--- config.mk ---
export PLATFORM = sky130hd
export DESIGN_NAME = mixer_regs
export DESIGN_NICKNAME = d
export VERILOG_FILES = /design/src/rtl/mixer_pkg.sv /design/src/rtl/mixer_regs.sv
export SDC_FILE = /design/constraint.sdc
export NUM_CORES = 1
export LEC_CHECK = 0
export BUFFER_PORTS_ARGS = -buffer_cell sky130_fd_sc_hd__buf_2
export CAP_MARGIN = 15
export CORE_MARGIN = 4
export CORE_UTILIZATION = 47
export CTS_CLUSTER_DIAMETER = 80
export DETAILED_ROUTE_END_ITERATION = 10
export PLACE_DENSITY = 0.75
export SYNTH_ARGS = -nofsm -noshare
export SYNTH_HDL_FRONTEND = slang
export SYNTH_SLANG_ARGS = --single-unit
--- constraint.sdc ---
create_clock -name clk -period 1 [get_ports clk]
set_clock_uncertainty 0.05 [all_clocks]
set_input_delay 0.05 -clock clk [delete_from_list [all_inputs] [get_ports clk]]
set_output_delay 0.05 -clock clk [all_outputs]
set_load 0.005 [all_outputs]
--- src/rtl/mixer_pkg.sv ---
/*
  shared widths, types and register map of the audio mixer
  gains are unsigned Q4.12, samples are signed two's complement
*/
`default_nettype none

package mixer_pkg;

  localparam int AUDIO_WIDTH    = 16;
  localparam int GAIN_WIDTH     = 16;
  localparam int Q_BITS         = 12; // unity gain is 1 << Q_BITS
  localparam int NR_CHANNELS    = 4;
  localparam int FIFO_DEPTH     = 4;
  localparam int REG_ADDR_WIDTH = 3;
  localparam int REG_DATA_WIDTH = 16;

  // derived widths
  localparam int PROD_WIDTH     = AUDIO_WIDTH + GAIN_WIDTH + 1;
  localparam int STATUS_WIDTH   = NR_CHANNELS + 2;
  localparam int FIFO_PTR_WIDTH = $clog2(FIFO_DEPTH);
  localparam int FIFO_CNT_WIDTH = $clog2(FIFO_DEPTH + 1);

  typedef logic signed [AUDIO_WIDTH-1:0] sample_t;
  typedef logic        [GAIN_WIDTH-1:0]  gain_t;
  typedef logic    [REG_ADDR_WIDTH-1:0]  reg_addr_t;
  typedef logic    [REG_DATA_WIDTH-1:0]  reg_data_t;

  localparam sample_t SAMPLE_MAX = {1'b0, {(AUDIO_WIDTH-1){1'b1}}};
  localparam sample_t SAMPLE_MIN = {1'b1, {(AUDIO_WIDTH-1){1'b0}}};

  //////////////////////////////
  // register map
  localparam reg_addr_t ADDR_CH_GAIN0 = 3'd0;
  localparam reg_addr_t ADDR_CH_GAIN1 = 3'd1;
  localparam reg_addr_t ADDR_CH_GAIN2 = 3'd2;
  localparam reg_addr_t ADDR_CH_GAIN3 = 3'd3;
  localparam reg_addr_t ADDR_PAN      = 3'd4; // bit i set: channel i to right bus
  localparam reg_addr_t ADDR_OUT_GAIN = 3'd5;
  localparam reg_addr_t ADDR_STATUS   = 3'd6; // ch clips, out clip, drop; w1c

  localparam gain_t GAIN_RESET = 16'd4096;

endpackage

`default_nettype wire

--- src/rtl/mixer_regs.sv ---
/*
  control and status registers, single cycle write, combinational read
  status bits are sticky, write one to clear, a new event wins over clear
  unused addresses read as zero and ignore writes
*/
`timescale 1ns/100ps
`default_nettype none

module mixer_regs
  import mixer_pkg::*;
(
  input  wire                    clk,
  input  wire                    rst_n,

  // register bus
  input  wire                    reg_wr,
  input  reg_addr_t              reg_addr,
  input  reg_data_t              reg_wdata,
  output reg_data_t              reg_rdata,

  // control levels to the mixer
  output gain_t                  ch_gain [NR_CHANNELS],
  output logic [NR_CHANNELS-1:0] pan,
  output gain_t                  out_gain,

  // event pulses
  input  wire  [NR_CHANNELS-1:0] ch_clip,
  input  wire                    out_clip,
  input  wire                    drop
);

  logic [STATUS_WIDTH-1:0] status;
  logic [STATUS_WIDTH-1:0] status_set;
  logic [STATUS_WIDTH-1:0] status_clr;

  assign status_set = {drop, out_clip, ch_clip};
  assign status_clr = (reg_wr && reg_addr == ADDR_STATUS) ?
                      reg_wdata[STATUS_WIDTH-1:0] : '0;

  //////////////////////////////
  // control registers

  always_ff @(posedge clk or negedge rst_n) begin
    if (!rst_n) begin
      for (int i = 0; i < NR_CHANNELS; i++) begin
        ch_gain[i] <= GAIN_RESET;
      end
      pan      <= '0;
      out_gain <= GAIN_RESET;
    end else if (reg_wr) begin
      case (reg_addr)
        ADDR_CH_GAIN0: ch_gain[0] <= reg_wdata;
        ADDR_CH_GAIN1: ch_gain[1] <= reg_wdata;
        ADDR_CH_GAIN2: ch_gain[2] <= reg_wdata;
        ADDR_CH_GAIN3: ch_gain[3] <= reg_wdata;
        ADDR_PAN:      pan        <= reg_wdata[NR_CHANNELS-1:0];
        ADDR_OUT_GAIN: out_gain   <= reg_wdata;
        default: ;                // status handled below
      endcase
    end
  end

  // sticky status, set has priority
  always_ff @(posedge clk or negedge rst_n) begin
    if (!rst_n) begin
      status <= '0;
    end else begin
      status <= (status & ~status_clr) | status_set;
    end
  end

  //////////////////////////////
  // read mux

  always_comb begin
    case (reg_addr)
      ADDR_CH_GAIN0: reg_rdata = ch_gain[0];
      ADDR_CH_GAIN1: reg_rdata = ch_gain[1];
      ADDR_CH_GAIN2: reg_rdata = ch_gain[2];
      ADDR_CH_GAIN3: reg_rdata = ch_gain[3];
      ADDR_PAN:      reg_rdata = reg_data_t'(pan);
      ADDR_OUT_GAIN: reg_rdata = out_gain;
      ADDR_STATUS:   reg_rdata = reg_data_t'(status);
      default:       reg_rdata = '0;
    endcase
  end

endmodule

`default_nettype wire

==> results of run 1 <==
cells in the final DEF, fill, tap and decap left out, types with 3 or more instances in the layout:
master	count
sky130_fd_sc_hd__buf_6	136
sky130_fd_sc_hd__dfrtp_1	85
sky130_fd_sc_hd__buf_2	67
sky130_fd_sc_hd__mux2_4	58
sky130_fd_sc_hd__buf_4	39
sky130_fd_sc_hd__mux2i_1	30
sky130_fd_sc_hd__dlygate4sd3_1	23
sky130_fd_sc_hd__mux2_2	19
sky130_fd_sc_hd__o21ai_1	16
sky130_fd_sc_hd__nand3_1	10
sky130_fd_sc_hd__o21a_1	10
sky130_fd_sc_hd__nand2_1	10
sky130_fd_sc_hd__mux2_1	10
sky130_fd_sc_hd__clkbuf_8	10
sky130_fd_sc_hd__buf_12	10
sky130_fd_sc_hd__a21o_1	6
sky130_fd_sc_hd__o21ai_0	5
sky130_fd_sc_hd__dfstp_2	5
sky130_fd_sc_hd__nor2b_1	3
sky130_fd_sc_hd__or2_4	3
sky130_fd_sc_hd__a22o_1	3
power groups by stage:
stage                     logic (µW)  clock network [µW]  registers, µW
after floorplan                 1550                   0           5070
after global placement          3700                   0           4960
after detailed placement        3820                   0           5010
after CTS                       5120                2840           5020
after global routing            6250                3010           5170
final                           5920                2830           5110
flip-flops by register name, indices dropped and copies added (netlist names):
register  flops
ch_gain      64
out_gain     16
status        6
pan           4
worst register-to-register path: cells and delay by family (launching register included):
family | cells | cell delay (ns)
buf+inv | 2 | 0.24
flops | 1 | 0.43
mux | 1 | 0.26
metrics by stage:
step | instances | instance area [µm²] | hold WS [ns] | total power, µW | setup WS [ns]
CTS | 670 | 7052 | 0.08232 | 12970 | -0.5411
global route | 699 | 7435 | 0.07054 | 14430 | -0.6235
finish | 699 | 7435 | 0.05427 | 13860 | -0.5919
floorplan | 320 | 4572 | -0.2956 | 6626 | -0.2025
detailed placement | 620 | 5934 | -0.08996 | 8829 | -0.3904
global placement | 620 | 5934 | -0.09387 | 8663 | -0.3433
cells in the mapped netlist, drive strengths merged, types with 5 or more instances:
library cell | number | area [µm²]
a21o | 6 | 45.04
nand2 | 10 | 37.54
mux2i | 31 | 310.3
clkbuf | 7 | 26.28
mux2 | 87 | 979.7
nor2b | 5 | 31.28
o21ai | 21 | 105.1
dfstp | 5 | 131.4
o21a | 10 | 75.07
buf | 14 | 92.59
nand3 | 12 | 70.07
dfrtp | 85 | 2127
cells by family after synthesis:
kind of cell | synth area share, %
AO/OA/AOI/OAI | 7.798
buffers and inverters | 2.785
flip-flops | 52.92
multiplexers | 30.23
AND/OR/NAND/NOR | 6.274
cell type report:
type / instances / area [µm²] / share of cell area, %
well taps: 108 / 135.1 / 1.818
repair buffers: 276 / 2597 / 34.94
clock buffers: 11 / 141.4 / 1.902
flip-flops and latches: 90 / 2258 / 30.38
clock inverters: 5 / 78.83 / 1.060
multi-input cells: 209 / 2223 / 29.91
worst paths after layout:
path,to,slack [ns],cells after the start,from
worst max register to register,ch_gain[37],-0.09,3,ch_gain[37]
max in group asynchronous,ch_gain[41],0.34,3,rst_n
worst min register to register,status[1],0.46,1,status[1]
min in group clk,pan[2],0.20,4,reg_wr
worst min-delay path,out_gain[8],0.05,2,rst_n
worst max-delay path,reg_rdata[15],-0.59,4,ch_gain[47]
metal layers:
metal | GRT usage, % | vias up
met1 | 35.31 | 2017
met3 | 4.225 | 49
met4 | 9.761 | 0
met2 | 47.80 | 163
li1 | - | 1701
met5 | 0 | -
what timing repair did:
item                                    in CTS  in global routing
resized for setup                          132                 57
setup buffers                               29                 48
hold buffers                                23                  0
endpoints found under the setup margin     101                107
pin swaps                                    4                  4
endpoints found under the hold margin      180                  0
==> run metrics, run 1 <==
Detail Route Antenna Nets 0; post-synthesis cell count 320; worst-case setup margin in the final layout -0.5919 ns; number of clock buffers inserted by TritonCTS 9; Hold/Removal Path Class in -> async; H-tree depth 3; cells along the critical path mux2i_1 > o21ai_1 > o21a_1 > buf_2; setup repair after global routing missed its margin true; status finished with violations; TritonCTS clock tree yes; fraction of power consumed by the clock network between 20% and 30%; via count roughly 3.9k; Worst Path Required roughly 0.9 ns; worst slew margin relative to its limit 67.01%; Initial Util between 40% and 50%; cell at the slowest stage of the critical path sky130_fd_sc_hd__dfrtp_1; Ant. Diodes 0; detailed-placement wirelength estimate 9.036 mm; final number of max-transition violations 0; worst path bufs/invs 1; number of DRC markers after the initial detailed-route iteration 204; Post-synth top flop sky130_fd_sc_hd__dfrtp_1; Final Hold Viols 0; CP Capture Type output pin; arrival time at the worst endpoint 1.49 ns; root buffer cell sky130_fd_sc_hd__clkbuf_8; total number of nets in the final design 614; number of vias per cell 5.622; CTS clock-pin slew for the worst setup and hold paths ~0.090 ns; top fanout value on the critical path 2; share of total power consumed by net switching 29.19%; maximum number of pins on one net before global-route repair 32; clock insertion delay at the later pin of the skew report 0.35 ns; drt first pass iters 4; combinational share of power 42.7%; FILL cells 414; switching power summed over all nets approximately 4000 µW; Period Utilization, post-route 159.2%; Mapped Avg Cell Area 13.34 µm²; Routed Wire Length 16.07 mm; Highest Clock Rate between 600 and 700 MHz; core box area 0.008763 mm²; maximum buffer depth of the clock tree 2; number of setup violations in the final report 122; FF+latch count, synth 90; category of the worst setup path launch point flip-flop; leakage component of the power 0.003625 µW; die outline area 0.01067 mm²; max-capacitance violation count 0; grt ovf 0; via count of the first global-routing pass between 4k and 5k; clock period minus final worst setup slack 1.592 ns; I/O pin count approximately 130; Async SR Flop Fraction between 90% and 100%; Net Count, Synth 348; yosys synthesis warning count 0; routed length on met1 6.213 mm; synthesis-to-layout area growth 74.20%; global-route usage over all layers approximately 28%; Die X-Extent just over 100 µm; Pwr Density ~1900 mW/mm²; TNS Setup -16.38 ns; violations in the final reports setup timing; Reg power frac a little under two fifths; Max rail drop VDD 1143 µV; number of distinct library cell variants in the gate-level netlist after synthesis 32; count of flip-flops with a built-in enable after synthesis 0; netlist area before placement 0.004268 mm²; Largest delay share family, worst path flip-flops; first-pass GRT wire length 22.09 mm; layout cell share with drive strength beyond 1 ~63%; Worst Max-Slew Pin Slew 0.4939 ns; vertical die dimension 103.3 µm; GPL Wtd Cong 0.8695; sequential cell area fraction in the yosys report 52.92%; per-cell routed wire length 22.99 µm; number of port buffers 127; worst setup path category reg -> out; TritonCTS sink count 90; Met2 Wirelength just under 9 mm; initial antenna violation count 0; CP peak stage delay 0.41 ns; routed length on met3 between 600 and 700 µm; Top Layer Used met4; internal power 9814 µW; number of rows in the core area 34; # DRC 0; final core area utilization 84.84%
Note: power is estimated with default switching activity, not from simulation.
==> run 2, diff against run 1 <==
--- a/config.mk
+++ b/config.mk
@@ -10,6 +10,6 @@
 export CORE_MARGIN = 4
-export CORE_UTILIZATION = 47
+export CORE_UTILIZATION = 55
 export CTS_CLUSTER_DIAMETER = 80
 export DETAILED_ROUTE_END_ITERATION = 10
-export PLACE_DENSITY = 0.75
+export PLACE_DENSITY = 0.82
 export SYNTH_ARGS = -nofsm -noshare
==> constraint.sdc (replaced) <==
create_clock -name clk -period 1.9 [get_ports clk]
set_clock_uncertainty 0.05 [all_clocks]
set_input_delay 0.19 -clock clk [delete_from_list [all_inputs] [get_ports clk]]
set_output_delay 0.19 -clock clk [all_outputs]
set_load 0.005 [all_outputs]
==> run 2 against run 1 <==
Net effect: the run now ends clean; sequential share of layout area increased by 12 points; setup slack improved by 0.72 ns; die area decreased by 13%; routed wire length is 33% lower; first-iteration DRC count shrank 31%; via count shrank 18%; combinational power down 77%; core utilization down 12 points; count of clock-buffer cells in the layout grew 1; critical endpoint is now reg_rdata[5].
==> run metrics, run 2 (synthesis results as in run 1) <==
Routed Wire Length 10.82 mm; max-capacitance violation count 0; maximum buffer depth of the clock tree 2; # DRC 0; clock insertion delay at the later pin of the skew report 0.34 ns; number of clock buffers inserted by TritonCTS 9; Max rail drop VDD 609.4 µV; most common cell after layout, fill and taps aside sky130_fd_sc_hd__buf_2; commonest non-fill, non-tap cells in the layout sky130_fd_sc_hd__buf_2 (126), sky130_fd_sc_hd__dfrtp_1 (85), sky130_fd_sc_hd__mux2_2 (77); number of standard cells in the layout, taps in and fillers out ~560; number of DRC markers after the initial detailed-route iteration ~140; Ant. Diodes 0; # placed instances about 540; via count between 3k and 4k; Detail Route Antenna Nets 0; arrival time at the worst endpoint 1.54 ns; worst slack at placement about 0.12 ns; category of the worst setup path launch point flip-flop; TritonCTS sink count 90; CP Capture Type output pin; drt first pass iters 4; layout cell share with drive strength beyond 1 53.98%; number of rows in the core area 31; post-CTS setup buffers 0; top fanout value on the critical path 3; worst-case setup margin in the final layout between 0.1 and 0.15 ns; grt ovf 0; number of vias per cell 5.700; Initial Util between 50% and 60%; vertical die dimension around 96 µm; H-tree depth 3; global-route usage over all layers between 20% and 30%; number of flip-flops under the largest register name 64; Worst Max-Slew Pin Slew ~0.53 ns; status complete, no violations; leakage component of the power 0.002523 µW; final number of max-transition violations 0; worst slew margin relative to its limit about 64%; TritonCTS clock tree yes; Hold/Removal Path Class in -> reg; Highest Clock Rate 563.1 MHz; largest registers ch_gain x64, out_gain x16, status x6; via count of the first global-routing pass 3219; Pwr Density 1040 mW/mm²; maximum number of pins on one net before global-route repair 39; detailed-placement wirelength estimate approximately 7.7 mm; FILL cells between 500 and 600; core box area 0.007408 mm²; largest register by flop count ch_gain; worst setup path category reg -> out; root buffer cell sky130_fd_sc_hd__clkbuf_8; number of port buffers 127; setup repair after global routing missed its margin false; Final Hold Viols 0; total number of nets in the final design 488; Die X-Extent between 90 and 100 µm; per-cell routed wire length 19.18 µm; power after layout approximately 5600 µW; number of setup violations in the final report 0; GPL Wtd Cong 0.8668; Period Utilization, post-route roughly 93%; initial antenna violation count 0; CTS clock-pin slew for the worst setup and hold paths 0.09 ns; die outline area 0.009233 mm²; I/O pin count roughly 130; synthesis-to-layout area growth 25.71%; TNS Setup 0 ns; first-pass GRT wire length 16.79 mm; clock period minus final worst setup slack ~1.8 ns; Worst Path Required 1.66 ns
[run 2: cell types whose count changed in the layout (fill, tap and decap cells not counted), sizes merged]
cell | before | now
buf | 252 | 143
clkinv | 3 | 1
bufinv | 2 | 3
dlygate4sd3 | 23 | 7
[run 2: cell type report]
cell class,count,area [µm²],area share (%)
multi-input cells,209,1898,35.38
clock buffers,12,145.1,2.705
well taps,99,123.9,2.309
repair buffers,150,840.8,15.67
flip-flops and latches,90,2258,42.09
clock inverters,4,98.84,1.842
[run 2: metrics by stage]
stage	hold WS, ns	cell area [µm²]	utilization [%]
3_3_place_gp	0.1366	5044	68.08
3_5_place_dp	0.1393	5044	68.08
6_report	0.06583	5365	72.42
2_1_floorplan	-0.1556	4268	-
4_1_cts	0.05860	5358	72.32
5_1_grt	0.06053	5365	72.42
[run 2: critical path, stage by stage, from the launching register on]
cell and delay, ns:
sky130_fd_sc_hd__dfrtp_1 0.41, sky130_fd_sc_hd__nor2b_1 0.16, sky130_fd_sc_hd__a2111oi_2 0.37, sky130_fd_sc_hd__a221oi_1 0.12, sky130_fd_sc_hd__buf_2 0.15
[run 2: per-layer routing]
layer | GRT usage, % | routed length [µm] | vias to the layer above
li1 | - | - | 1453
met4 | 10.43 | 221 | 0
met2 | 39.97 | 5424 | 131
met1 | 31.59 | 4512 | 1607
met5 | 0 | 0 | -
met3 | 4.457 | 658 | 24
[run 2: worst paths after layout]
path | startpoint | end | slack [ns] | cells after the start
min in group asynchronous | rst_n | ch_gain[51] | 0.29 | 2
max in group asynchronous | rst_n | ch_gain[4] | 0.84 | 3
worst max-delay path | ch_gain[53] | reg_rdata[5] | 0.12 | 4
worst min register to register | status[2] | status[2] | 0.44 | 1
worst max register to register | ch_gain[3] | ch_gain[3] | 1.00 | 1
worst min-delay path | reg_wdata[7] | ch_gain[23] | 0.07 | 2
[run 2: report_power, final]
part / leakage (µW) / switching, µW / total (µW) / internal (µW)
Combinational: 0.00135 / 583 / 1360 / 778
Clock: 0.000121 / 653 / 1570 / 914
Sequential: 0.00105 / 323 / 2650 / 2330
[run 2: what timing repair did]
item / 4_1_cts / 5_1_grt
endpoints found under the setup margin: 0 / 2
endpoints found under the hold margin: 42 / 0
hold buffers: 7 / 0
gates resized for setup: 0 / 3
