===== src/rtl/mixer_pkg.sv =====
/*
  shared widths, types and register map of the audio mixer
  gains are unsigned Q4.12, samples are signed two's complement
*/
`default_nettype none

package mixer_pkg;

  localparam int AUDIO_WIDTH    = 16;
  localparam int GAIN_WIDTH     = 16;
  localparam int Q_BITS         = 12; // unity gain is 1 << Q_BITS
  localparam int NR_CHANNELS    = 4;
  localparam int FIFO_DEPTH     = 4;
  localparam int REG_ADDR_WIDTH = 3;
  localparam int REG_DATA_WIDTH = 16;

  // derived widths
  localparam int PROD_WIDTH     = AUDIO_WIDTH + GAIN_WIDTH + 1;
  localparam int STATUS_WIDTH   = NR_CHANNELS + 2;
  localparam int FIFO_PTR_WIDTH = $clog2(FIFO_DEPTH);
  localparam int FIFO_CNT_WIDTH = $clog2(FIFO_DEPTH + 1);

  typedef logic signed [AUDIO_WIDTH-1:0] sample_t;
  typedef logic        [GAIN_WIDTH-1:0]  gain_t;
  typedef logic    [REG_ADDR_WIDTH-1:0]  reg_addr_t;
  typedef logic    [REG_DATA_WIDTH-1:0]  reg_data_t;

  localparam sample_t SAMPLE_MAX = {1'b0, {(AUDIO_WIDTH-1){1'b1}}};
  localparam sample_t SAMPLE_MIN = {1'b1, {(AUDIO_WIDTH-1){1'b0}}};

  //////////////////////////////
  // register map
  localparam reg_addr_t ADDR_CH_GAIN0 = 3'd0;
  localparam reg_addr_t ADDR_CH_GAIN1 = 3'd1;
  localparam reg_addr_t ADDR_CH_GAIN2 = 3'd2;
  localparam reg_addr_t ADDR_CH_GAIN3 = 3'd3;
  localparam reg_addr_t ADDR_PAN      = 3'd4; // bit i set: channel i to right bus
  localparam reg_addr_t ADDR_OUT_GAIN = 3'd5;
  localparam reg_addr_t ADDR_STATUS   = 3'd6; // ch clips, out clip, drop; w1c

  localparam gain_t GAIN_RESET = 16'd4096;

endpackage

`default_nettype wire


===== src/rtl/stereo_out_fifo.sv =====
/*
  stereo frame buffer with valid/ready egress
  ingress cannot be stalled, a frame offered while full is lost and flagged
  drop is a registered pulse one cycle after the lost frame
*/
`timescale 1ns/100ps
`default_nettype none

module stereo_out_fifo
  import mixer_pkg::*;
(
  input  wire     clk,
  input  wire     rst_n,

  // from the mixer
  input  sample_t mix_left,
  input  sample_t mix_right,
  input  wire     mix_valid,

  // egress
  output sample_t out_left,
  output sample_t out_right,
  output logic    out_valid,
  input  wire     out_ready,

  output logic    drop
);

  sample_t left_mem  [FIFO_DEPTH];
  sample_t right_mem [FIFO_DEPTH];

  logic [FIFO_PTR_WIDTH-1:0] wr_ptr;
  logic [FIFO_PTR_WIDTH-1:0] rd_ptr;
  logic [FIFO_CNT_WIDTH-1:0] count;

  logic full;
  logic rd_en;
  logic wr_en;

  assign out_valid = (count != '0);
  assign full      = (count == FIFO_CNT_WIDTH'(FIFO_DEPTH));
  assign rd_en     = out_valid && out_ready;
  assign wr_en     = mix_valid && (!full || rd_en); // read frees the slot

  assign out_left  = left_mem[rd_ptr];
  assign out_right = right_mem[rd_ptr];

  always_ff @(posedge clk or negedge rst_n) begin
    if (!rst_n) begin
      wr_ptr <= '0;
      rd_ptr <= '0;
      count  <= '0;
      drop   <= 1'b0;
    end else begin
      drop <= mix_valid && !wr_en;
      if (wr_en) begin
        wr_ptr <= (wr_ptr == FIFO_PTR_WIDTH'(FIFO_DEPTH - 1)) ? '0 : wr_ptr + 1'b1;
      end
      if (rd_en) begin
        rd_ptr <= (rd_ptr == FIFO_PTR_WIDTH'(FIFO_DEPTH - 1)) ? '0 : rd_ptr + 1'b1;
      end
      case ({wr_en, rd_en})
        2'b10:   count <= count + 1'b1;
        2'b01:   count <= count - 1'b1;
        default: ; // both or neither
      endcase
    end
  end

  // storage
  always_ff @(posedge clk) begin
    if (wr_en) begin
      left_mem[wr_ptr]  <= mix_left;
      right_mem[wr_ptr] <= mix_right;
    end
  end

endmodule

`default_nettype wire


===== config.mk =====
export PLATFORM = sky130hd
export DESIGN_NAME = stereo_out_fifo
export DESIGN_NICKNAME = d
export VERILOG_FILES = /design/src/rtl/mixer_pkg.sv /design/src/rtl/stereo_out_fifo.sv
export SDC_FILE = /design/constraint.sdc
export NUM_CORES = 1
export LEC_CHECK = 0
export BUFFER_PORTS_ARGS = -buffer_cell sky130_fd_sc_hd__buf_2
export CORE_MARGIN = 8
export CORE_UTILIZATION = 40
export CTS_CLUSTER_SIZE = 25
export DETAILED_ROUTE_END_ITERATION = 16
export GPL_ROUTABILITY_DRIVEN = 0
export HOLD_SLACK_MARGIN = 0.06
export PLACE_DENSITY_LB_ADDON = 0.05
export REMOVE_ABC_BUFFERS = 1
export SLEW_MARGIN = 30
export SYNTH_ARGS = -nofsm -noshare
export SYNTH_HDL_FRONTEND = slang
export SYNTH_SLANG_ARGS = --single-unit

===== constraint.sdc =====
create_clock -name clk -period 2.9 [get_ports clk]
set_input_delay 0.29 -clock clk [delete_from_list [all_inputs] [get_ports clk]]
set_output_delay 0.29 -clock clk [all_outputs]
set_load 0.02 [all_outputs]

==> impl_metrics.csv, run 1 <==
group,metric,value,unit
timing,post-route-period-util,82.7,%
routing,post-route-drc-count,0,
final_layout,insertedDiodeCount,0,
die,initial_core_util,40.8,%
place,place_hpwl,5390,microns
routing,detail-route-antenna-nets,0,
clock_network,cts_setup_buffers,0,
clock_network,htreeDepth,4,
grt,grt_max_degree,35,
setup_path,worstPathArrival,2.11,ns
timing,fin_crit,2.40,ns
yosys,synth_compound_area_share,1.04,%
final_layout,fin_nets,344,
power_and_ir_drop,irDropWorstVdd,0.000787,V
grt,vias_in_the_first_global_route,2609,
routing,viasPerCell,4.82,
yosys,synth-main-ff-cell,"edfxtp_1",
yosys,synth.ff_latch_count,136,
clock_network,clk_root_buffer_cell,"clkbuf_16",
place,post-place-ws,0.722,ns
yosys,synth_cell_types,30,
routing,firstDrtPassIters,4,
die,die_height,129,microns
yosys,post_synthesis_instance_area,0.00515,sq mm
timing,maxClockFrequency,417,MHz
clock_network,cts-buffers-inserted,17,
timing,setup_violations,0,
timing,worst_clock_skew,0.00803,ns
yosys,synth-edff-count,128,
clock_network,tritoncts,"built",
grt,antenna_found_initial,1,
die,floorplan.core_area,0.0126,sq mm
setup_path,worst-endpoint-required,2.61,ns
yosys,synth_top_family_by_area,"multiplexers",
power_and_ir_drop,totalPowerFinal,6.64,mW
routing,routed_wire_length_per_instance,18.8,microns
final_layout,final_core_utilization,49.1,%
yosys,synthArstFlopShare,5.88,%
die,die_area,0.0168,sq mm
final_layout,layout_commonest_cell,"edfxtp_1",
final_layout,final_layout_size_suffix_gt1_share,42.8,%
power_and_ir_drop,cellLeakagePower,2.16,nW
final_layout,finish.cell_count_without_fillers,485,
yosys,synthesis.instances,222,
place,placedCellCount,454,
yosys,synthXorXnorAreaFrac,0.340,%
routing,route.final.wire_length,9100,microns
setup_path,setup.worst_path.end_class,"output pin",
run,max_cap_violations,0,
yosys,synth_mux_area_share,14.9,%
grt,global_route.usage.total,11.8,%
hold_path,hold_class,"in -> reg",
yosys,yosys_warnings,0,
routing,route.vias.total,2337,
timing,hold-worst-slack,0.0953,ns
final_layout,area_growth_syn_to_layout,20.4,%
yosys,syn_avg_cell_area,23.2,sq um
timing,worstMarginPinSlew,0.897,ns
timing,timing.final.hold_violations,0,
routing,first_iter_violations,139,
outcome,outcome,"finished clean",
setup_path,crit_fanout,21,
die,core.rowCount,41,
timing,fin_worst_setup_slack,0.502,ns
grt,first_pass_grt_wire_length,14200,microns
clock_network,cts-hold-fix-buffers,1,
place,io_buffers,69,
setup_path,worst_setup_path_start_kind,"flip-flop",
final_layout,fillerInstances,1099,
final_layout,multiInputGateArea,0.00104,sq mm
clock_network,cts_resized,0,
yosys,synthAdderAreaFrac,1.60,%
timing,slew-limit-headroom,40.2,%
yosys,synth-simple-area-share,2.28,%
clock_network,ctsLongestPathBuffers,2,
setup_path,worst-setup-path-type,"reg -> out",
final_layout,post-route-cell-area,0.00620,sq mm
clock_network,clock_network_latency_to_the_later_pin_of_the_worst_skew_pair,0.40,ns
yosys,seq_area_frac_synth,78.5,%
die,num_io_pins,70,
die,die-width,129,microns
final_layout,final_cell_mix,"128 x edfxtp_1, 69 x buf_2, 32 x mux4_2, 17 x clkbuf_16",
place,postPlaceCellArea,0.00569,sq mm
clock_network,cts.clk_slew.worst_paths,0.05,ns
power_and_ir_drop,pwr_density_cell,1070,mW/mm^2
grt,grt_remaining_overflow,0,
timing,finalSetupTns,0,ns
timing,grt_setup_unrepaired,"false",
final_layout,register_area,0.00405,sq mm
timing,number_of_pins_with_negative_max_slew_slack_in_the_final_report,0,
clock_network,tritoncts_num_sinks,136,
[cells by family after synthesis]
group,count (synthesis)
fa+ha+maj,6
mux,36
xor+xnor,2
flops,136
buf+inv,15
simple gates,20
compound gates,7
[layout make-up]
type | instances | share of cell area [%]
inverter | 5 | 0.303
multi-input combinational | 71 | 16.8
clock buffer | 23 | 7.22
tap | 172 | 3.47
clock inverter | 7 | 0.888
sequential | 136 | 65.2
timing repair buffer | 71 | 6.05
[path summary, 6_finish.rpt]
kind                             start              to  slack [ns]  cells after the start
setup / recovery             rd_ptr[0]   out_right[14]        0.50                      3
hold / removal             mix_left[6]  left_mem[2][6]         0.1                      1
setup reg to reg              count[2]        count[2]        0.65                      6
hold reg to reg              wr_ptr[1]       wr_ptr[1]        0.58                      1
max in group asynchronous        rst_n       rd_ptr[1]        2.45                      2
min in group asynchronous        rst_n       wr_ptr[1]        0.25                      2
[critical path: stages, from the launching register on]
cell	delay, ns
dfrtp_2	0.67
buf_12	0.28
mux4_2	0.55
buf_2	0.18
[state kept, by name, summed over array words and instances, names as in the netlist]
name	flops
rd_ptr	2
left_mem	64
right_mem	64
wr_ptr	2
drop	1
count	3
[routing by layer]
metal / vias up / global-route usage (%) / share of wire, %
met5: - / 0 / 0.088
met4: 2 / 5.53 / 1.6
met3: 15 / 4.68 / 5.4
met2: 50 / 18.6 / 50
met1: 1189 / 13.8 / 43
li1: 1081 / - / -
[cell usage after synthesis, types with 2 or more instances]
cell | count | area share [%]
edfxtp_1 | 128 | 75
mux4_2 | 32 | 14
dfrtp_1 | 8 | 3.9
buf_2 | 5 | 0.49
ha_1 | 5 | 1.2
inv_1 | 5 | 0.36
and2_1 | 4 | 0.49
clkbuf_1 | 4 | 0.29
mux2_2 | 4 | 0.87
nor2_1 | 4 | 0.29
nand3_1 | 2 | 0.19
or3b_1 | 2 | 0.34
xor2_1 | 2 | 0.34
[power breakdown]
part	switching, mW	total [mW]	internal [mW]
clock	0.695	1.85	1.15
sequential	0.268	2.87	2.60
combinational	1.07	1.93	0.859
total	2.03	6.64	4.61
(Power assumes the default switching activity.)
==> inputs of run 2 (changes only) <==
==> constraint.sdc (replaced) <==
create_clock -name clk -period 2.5 [get_ports clk]
set_input_delay 0.25 -clock clk [delete_from_list [all_inputs] [get_ports clk]]
set_output_delay 0.25 -clock clk [all_outputs]
set_load 0.02 [all_outputs]
==> impl_metrics.csv, run 2 (synthesized netlist as in run 1, its figures left out) <==
group,metric,value,unit
setup_path,worstReg2RegStart,"count[2]",
grt,grt_max_degree,33,
setup_path,setup.worst_path.end_class,"flip-flop",
final_layout,final_core_utilization,52.0,%
power_and_ir_drop,seq_power_share,40.2,%
power_and_ir_drop,cellLeakagePower,2.32,nW
clock_network,tritoncts,"built",
setup_path,crit_fanout,6,
die,die_area,0.0168,sq mm
power_and_ir_drop,pwr_density_cell,1220,mW/mm^2
power_and_ir_drop,irDropWorstVdd,0.000893,V
grt,vias_in_the_first_global_route,2685,
outcome,outcome,"finished clean",
grt,antenna_found_initial,0,
timing,finalSetupTns,0,ns
clock_network,cts.clk_slew.worst_paths,0.05,ns
setup_path,critical-path-max-stage-delay,0.42,ns
clock_network,htreeDepth,4,
setup_path,worstPathArrival,2.48,ns
power_and_ir_drop,power.net_switching,2.41,mW
hold_path,min-delay-start,"mix_left[13]",
setup_path,path_cells,"or3_1 -> nand3_1 -> fa_1 -> or3b_1 -> and3_1 -> or4_1",
power_and_ir_drop,power_switching_share,30.1,%
final_layout,final_layout_size_suffix_gt1_share,40.3,%
timing,hold-worst-slack,0.0770,ns
setup_path,critPathLaunch,"count[2]",
die,die_height,129,microns
die,num_io_pins,70,
power_and_ir_drop,clock_power_share,29.8,%
clock_network,clock_network_latency_to_the_later_pin_of_the_worst_skew_pair,0.41,ns
final_layout,fin_nets,374,
die,die-width,129,microns
final_layout,layout_commonest_cell,"edfxtp_1",
final_layout,finish.cell_count_without_fillers,517,
routing,post-route-drc-count,0,
timing,fin_worst_setup_slack,0.294,ns
routing,viasPerCell,4.79,
timing,number_of_pins_with_negative_max_slew_slack_in_the_final_report,0,
timing,maxClockFrequency,453,MHz
clock_network,cts_setup_buffers,0,
routing,detail-route-antenna-nets,0,
die,core.rowCount,41,
place,place_hpwl,5520,microns
hold_path,hold_class,"in -> reg",
final_layout,top_regs,"left_mem x64, right_mem x64, count x3",
timing,worstMarginPinSlew,0.921,ns
final_layout,area_growth_syn_to_layout,27.4,%
routing,met3_wire_length,546,microns
power_and_ir_drop,intPower,5.58,mW
routing,routed_wire_length_per_instance,18.1,microns
setup_path,crit_path_top_delay_cell,"dfrtp_1",
grt,grt_remaining_overflow,0,
timing,slew-limit-headroom,38.6,%
routing,firstDrtPassIters,4,
power_and_ir_drop,p_comb_share,30.0,%
clock_network,tritoncts_num_sinks,136,
die,initial_core_util,40.8,%
timing,setup_violations,0,
routing,wl_met2,4570,microns
timing,grt_setup_unrepaired,"false",
grt,first_pass_grt_wire_length,14600,microns
final_layout,final_cell_mix,"128 x edfxtp_1, 69 x buf_2, 32 x mux4_2, 29 x dlygate4sd3_1, 17 x clkbuf_16",
timing,timing.final.hold_violations,0,
clock_network,ctsLongestPathBuffers,2,
routing,route.final.wire_length,9360,microns
routing,highest_layer,"met4",
run,max_cap_violations,0,
timing,post-route-period-util,88.2,%
clock_network,clk_root_buffer_cell,"clkbuf_16",
die,floorplan.core_area,0.0126,sq mm
place,placedCellCount,456,
setup_path,cp_top_family,"simple AND/OR/NAND/NOR gates",
clock_network,cts-buffers-inserted,17,
setup_path,worst-path-buf-inv,0,
grt,global_route.usage.total,12.0,%
final_layout,insertedDiodeCount,0,
setup_path,worst-endpoint-required,2.78,ns
timing,fin_crit,2.21,ns
setup_path,timing.reg2reg.setup_slack,0.29,ns
routing,route.vias.total,2474,
place,io_buffers,69,
timing,worst_clock_skew,0.00791,ns
routing,met1Wirelength,4080,microns
routing,first_iter_violations,144,
setup_path,worst-setup-path-type,"reg -> reg",
place,post-place-ws,0.310,ns
final_layout,fillerInstances,1044,
setup_path,worst_setup_path_start_kind,"flip-flop",
## run 2: cell count changes in the layout (fill, tap and decap cells not counted)
cell           delta
clkbuf_1          -5
clkinv_1          +4
bufinv_16         +2
dlygate4sd3_1    +28
clkinvlp_4        +1
buf_4             +2
## run 2: final cells by class
type	instances	area, sq um	share of cell area (%)
sequential	136	4050	61.7
multi-input combinational	71	1040	15.9
timing repair buffer	101	671	10.2
clock buffer	18	429	6.54
tap	172	215	3.28
clock inverter	14	138	2.10
inverter	5	18.8	0.286
## run 2: worst paths after layout
kind,cells after the start,end
max,6,count[2]
min,1,left_mem[3][13]
max reg2reg,6,count[2]
min reg2reg,1,wr_ptr[1]
max in group asynchronous,2,rd_ptr[0]
min in group asynchronous,2,wr_ptr[1]
## run 2: metrics by stage
stage	area (sq um)	total power, mW
after floorplan	5100	4.84
after detailed placement	5700	5.70
final	6560	7.99
after CTS	6560	8.13
after global routing	6560	8.40
after global placement	5700	5.69
## run 2: layer usage
layer	track usage, %	up-vias
met5	0	-
met4	5.53	0
met3	4.03	15
met2	19.0	56
met1	14.6	1257
li1	-	1146
## run 2: worst reg2reg max path, stage by stage, from the launching register on
cell and delay (ns):
dfrtp_1 0.42, or3_1 0.17, nand3_1 0.10, fa_1 0.42
or3b_1 0.38, and3_1 0.18, or4_1 0.39
## run 2: repair_timing
action / in CTS / in global routing
hold buffers: 29 / 0
resized for setup: 0 / 0
hold endpoints to repair: 116 / 0
## run 2: power by group through the flow
stage	clock [mW]	combinational [mW]	sequential (mW)
global route	2.51	2.62	3.26
CTS	2.43	2.47	3.22
finish	2.38	2.40	3.21
detailed placement	0	2.43	3.27
floorplan	0	1.50	3.34
global placement	0	2.44	3.25
==> inputs of run 3 (changes only) <==
--- a/config.mk
+++ b/config.mk
@@ -6,6 +6,7 @@
 export NUM_CORES = 1
 export LEC_CHECK = 0
 export BUFFER_PORTS_ARGS = -buffer_cell sky130_fd_sc_hd__buf_2
+export CORE_ASPECT_RATIO = 0.75
 export CORE_MARGIN = 8
 export CORE_UTILIZATION = 40
 export CTS_CLUSTER_SIZE = 25
==> impl_metrics.csv, run 3 (synthesized netlist as in run 1, its figures left out) <==
group,metric,value,unit
outcome,outcome,"finished clean",
timing,worst_clock_skew,0.00550,ns
grt,vias_in_the_first_global_route,2653,
routing,routed_wire_length_per_instance,18.5,microns
clock_network,clock_network_latency_to_the_later_pin_of_the_worst_skew_pair,0.40,ns
timing,maxClockFrequency,446,MHz
final_layout,area_growth_syn_to_layout,26.1,%
setup_path,critPathLaunch,"rd_ptr[1]",
clock_network,cts.clk_slew.worst_paths,0.06,ns
setup_path,worst_r2r_path_depth,6,
clock_network,tritoncts,"built",
run,max_cap_violations,0,
die,floorplan.core_area,0.0128,sq mm
hold_path,hold_class,"in -> reg",
die,initial_core_util,40.3,%
setup_path,worst-setup-path-type,"reg -> out",
routing,detail-route-antenna-nets,0,
power_and_ir_drop,totalPowerFinal,8.12,mW
timing,grt_setup_unrepaired,"false",
setup_path,worst-path-buf-inv,2,
routing,firstDrtPassIters,4,
timing,fin_crit,2.24,ns
die,core.rowCount,36,
timing,number_of_pins_with_negative_max_slew_slack_in_the_final_report,0,
final_layout,final_layout_size_suffix_gt1_share,44.3,%
setup_path,timing.reg2reg.setup_slack,0.31,ns
routing,route.final.wire_length,9360,microns
setup_path,worstReg2RegStart,"count[2]",
final_layout,final_cell_mix,"128 x edfxtp_1, 69 x buf_2, 32 x mux4_2, 18 x dlygate4sd3_1, 17 x clkbuf_16",
final_layout,insertedDiodeCount,0,
power_and_ir_drop,cellLeakagePower,2.29,nW
timing,timing.final.hold_violations,0,
routing,viasPerCell,4.78,
routing,first_iter_violations,87,
timing,post-route-period-util,89.7,%
power_and_ir_drop,irDropWorstVdd,0.000497,V
setup_path,crit_fanout,18,
clock_network,htreeDepth,4,
die,die_area,0.0168,sq mm
setup_path,path_cells,"buf_4 -> mux4_2 -> buf_2",
setup_path,crit_path_top_delay_cell,"dfrtp_2",
timing,worstMarginPinSlew,0.949,ns
die,die-width,147,microns
setup_path,worstPathArrival,1.99,ns
timing,finalSetupTns,0,ns
die,die_height,114,microns
setup_path,setup.worst_path.end_class,"output pin",
final_layout,layout_commonest_cell,"edfxtp_1",
die,num_io_pins,70,
grt,global_route.usage.total,11.9,%
clock_network,tritoncts_num_sinks,136,
clock_network,cts-buffers-inserted,17,
final_layout,fillerInstances,1073,
routing,post-route-drc-count,0,
grt,antenna_found_initial,1,
timing,setup_violations,0,
clock_network,cts_setup_buffers,0,
setup_path,critical_path_depth_in_cells,3,
final_layout,top_regs,"left_mem x64, right_mem x64, count x3",
setup_path,critical-path-max-stage-delay,0.63,ns
clock_network,clk_root_buffer_cell,"clkbuf_16",
setup_path,crit_path_end,"out_left[4]",
setup_path,worst-endpoint-required,2.25,ns
setup_path,cp_top_family,"flip-flops",
timing,slew-limit-headroom,36.7,%
routing,route.vias.total,2413,
clock_network,ctsLongestPathBuffers,2,
grt,grt_remaining_overflow,0,
setup_path,worst_flop_to_flop_path_endpoint,"count[2]",
grt,first_pass_grt_wire_length,14900,microns
grt,grt_max_degree,33,
power_and_ir_drop,pwr_density_cell,1250,mW/mm^2
setup_path,worst_setup_path_start_kind,"flip-flop",
place,place_hpwl,5540,microns
place,io_buffers,69,
final_layout,fin_nets,363,
## run 3: changes by cell type in the layout (fill, tap and decap cells not counted)
| cell | change |
|---|---|
| dlygate4sd3_1 | -11 |
| clkbuf_1 | -1 |
| buf_4 | +1 |
| buf_12 | -1 |
| clkbuf_8 | +4 |
| and2_4 | -1 |
| inv_6 | +1 |
| and2_2 | +1 |
| clkinv_2 | +1 |
| clkinv_1 | -8 |
| clkinvlp_4 | +3 |
## run 3: power breakdown
part	leakage (nW)	internal, mW	switching (mW)
Sequential	1.27	3.02	0.184
Combinational	0.721	0.994	1.36
Clock	0.298	1.67	0.896
Total	2.29	5.68	2.44
## run 3: per-layer routing
layer | vias to the layer above | track usage (%) | part of all wire, %
li1 | 1125 | - | -
met1 | 1230 | 15.0 | 46
met2 | 47 | 18.7 | 49
met3 | 9 | 3.99 | 4.4
met4 | 2 | 5.08 | 0.73
met5 | - | 0 | 0.085
## run 3: repair_timing
| action | in CTS | in global routing |
|---|---|---|
| gates resized for setup | 0 | 0 |
| hold endpoints to repair | 61 | 5 |
| hold buffers | 16 | 2 |
## run 3: cell type report
class	instances	area (sq um)	share of cell area (%)
Inverter	5	18.8	0.289
Timing Repair Buffer	90	548	8.44
Tap cell	171	214	3.29
Sequential cell	136	4050	62.3
Clock buffer	21	480	7.40
Clock inverter	11	144	2.22
Multi-Input combinational cell	71	1040	16.1
## run 3: worst reg2reg max path, cell delays in order (launching register included)
cell	delay (ns)
dfrtp_1	0.42
or3_1	0.17
nand3_1	0.10
fa_1	0.41
or3b_1	0.38
and3_1	0.19
or4_1	0.39
## run 3: worst min-delay path by stage
stage	from	end	slack (ns)	cells past startpoint
global placement	rst_n	count[0]	0.12	1
CTS	mix_right[13]	right_mem[3][13]	0.06	1
global route	mix_right[13]	right_mem[2][13]	0.06	1
detailed placement	rst_n	count[0]	0.12	1
finish	mix_right[15]	right_mem[2][15]	0.07	1
floorplan	rst_n	count[0]	-0.05	0
## run 3: through the flow
step | worst slack [ns] | hold slack [ns] | utilization (%) | instance area (sq um) | cells
2_1_floorplan | 0.104 | -0.0456 | - | 5100 | 212
4_1_cts | 0.210 | 0.0601 | 50.6 | 6470 | 503
6_report | 0.257 | 0.0715 | 50.8 | 6490 | 505
3_5_place_dp | 0.351 | 0.117 | 44.5 | 5690 | 455
5_1_grt | 0.165 | 0.0602 | 50.8 | 6490 | 505
3_3_place_gp | 0.359 | 0.117 | 44.5 | 5690 | 455
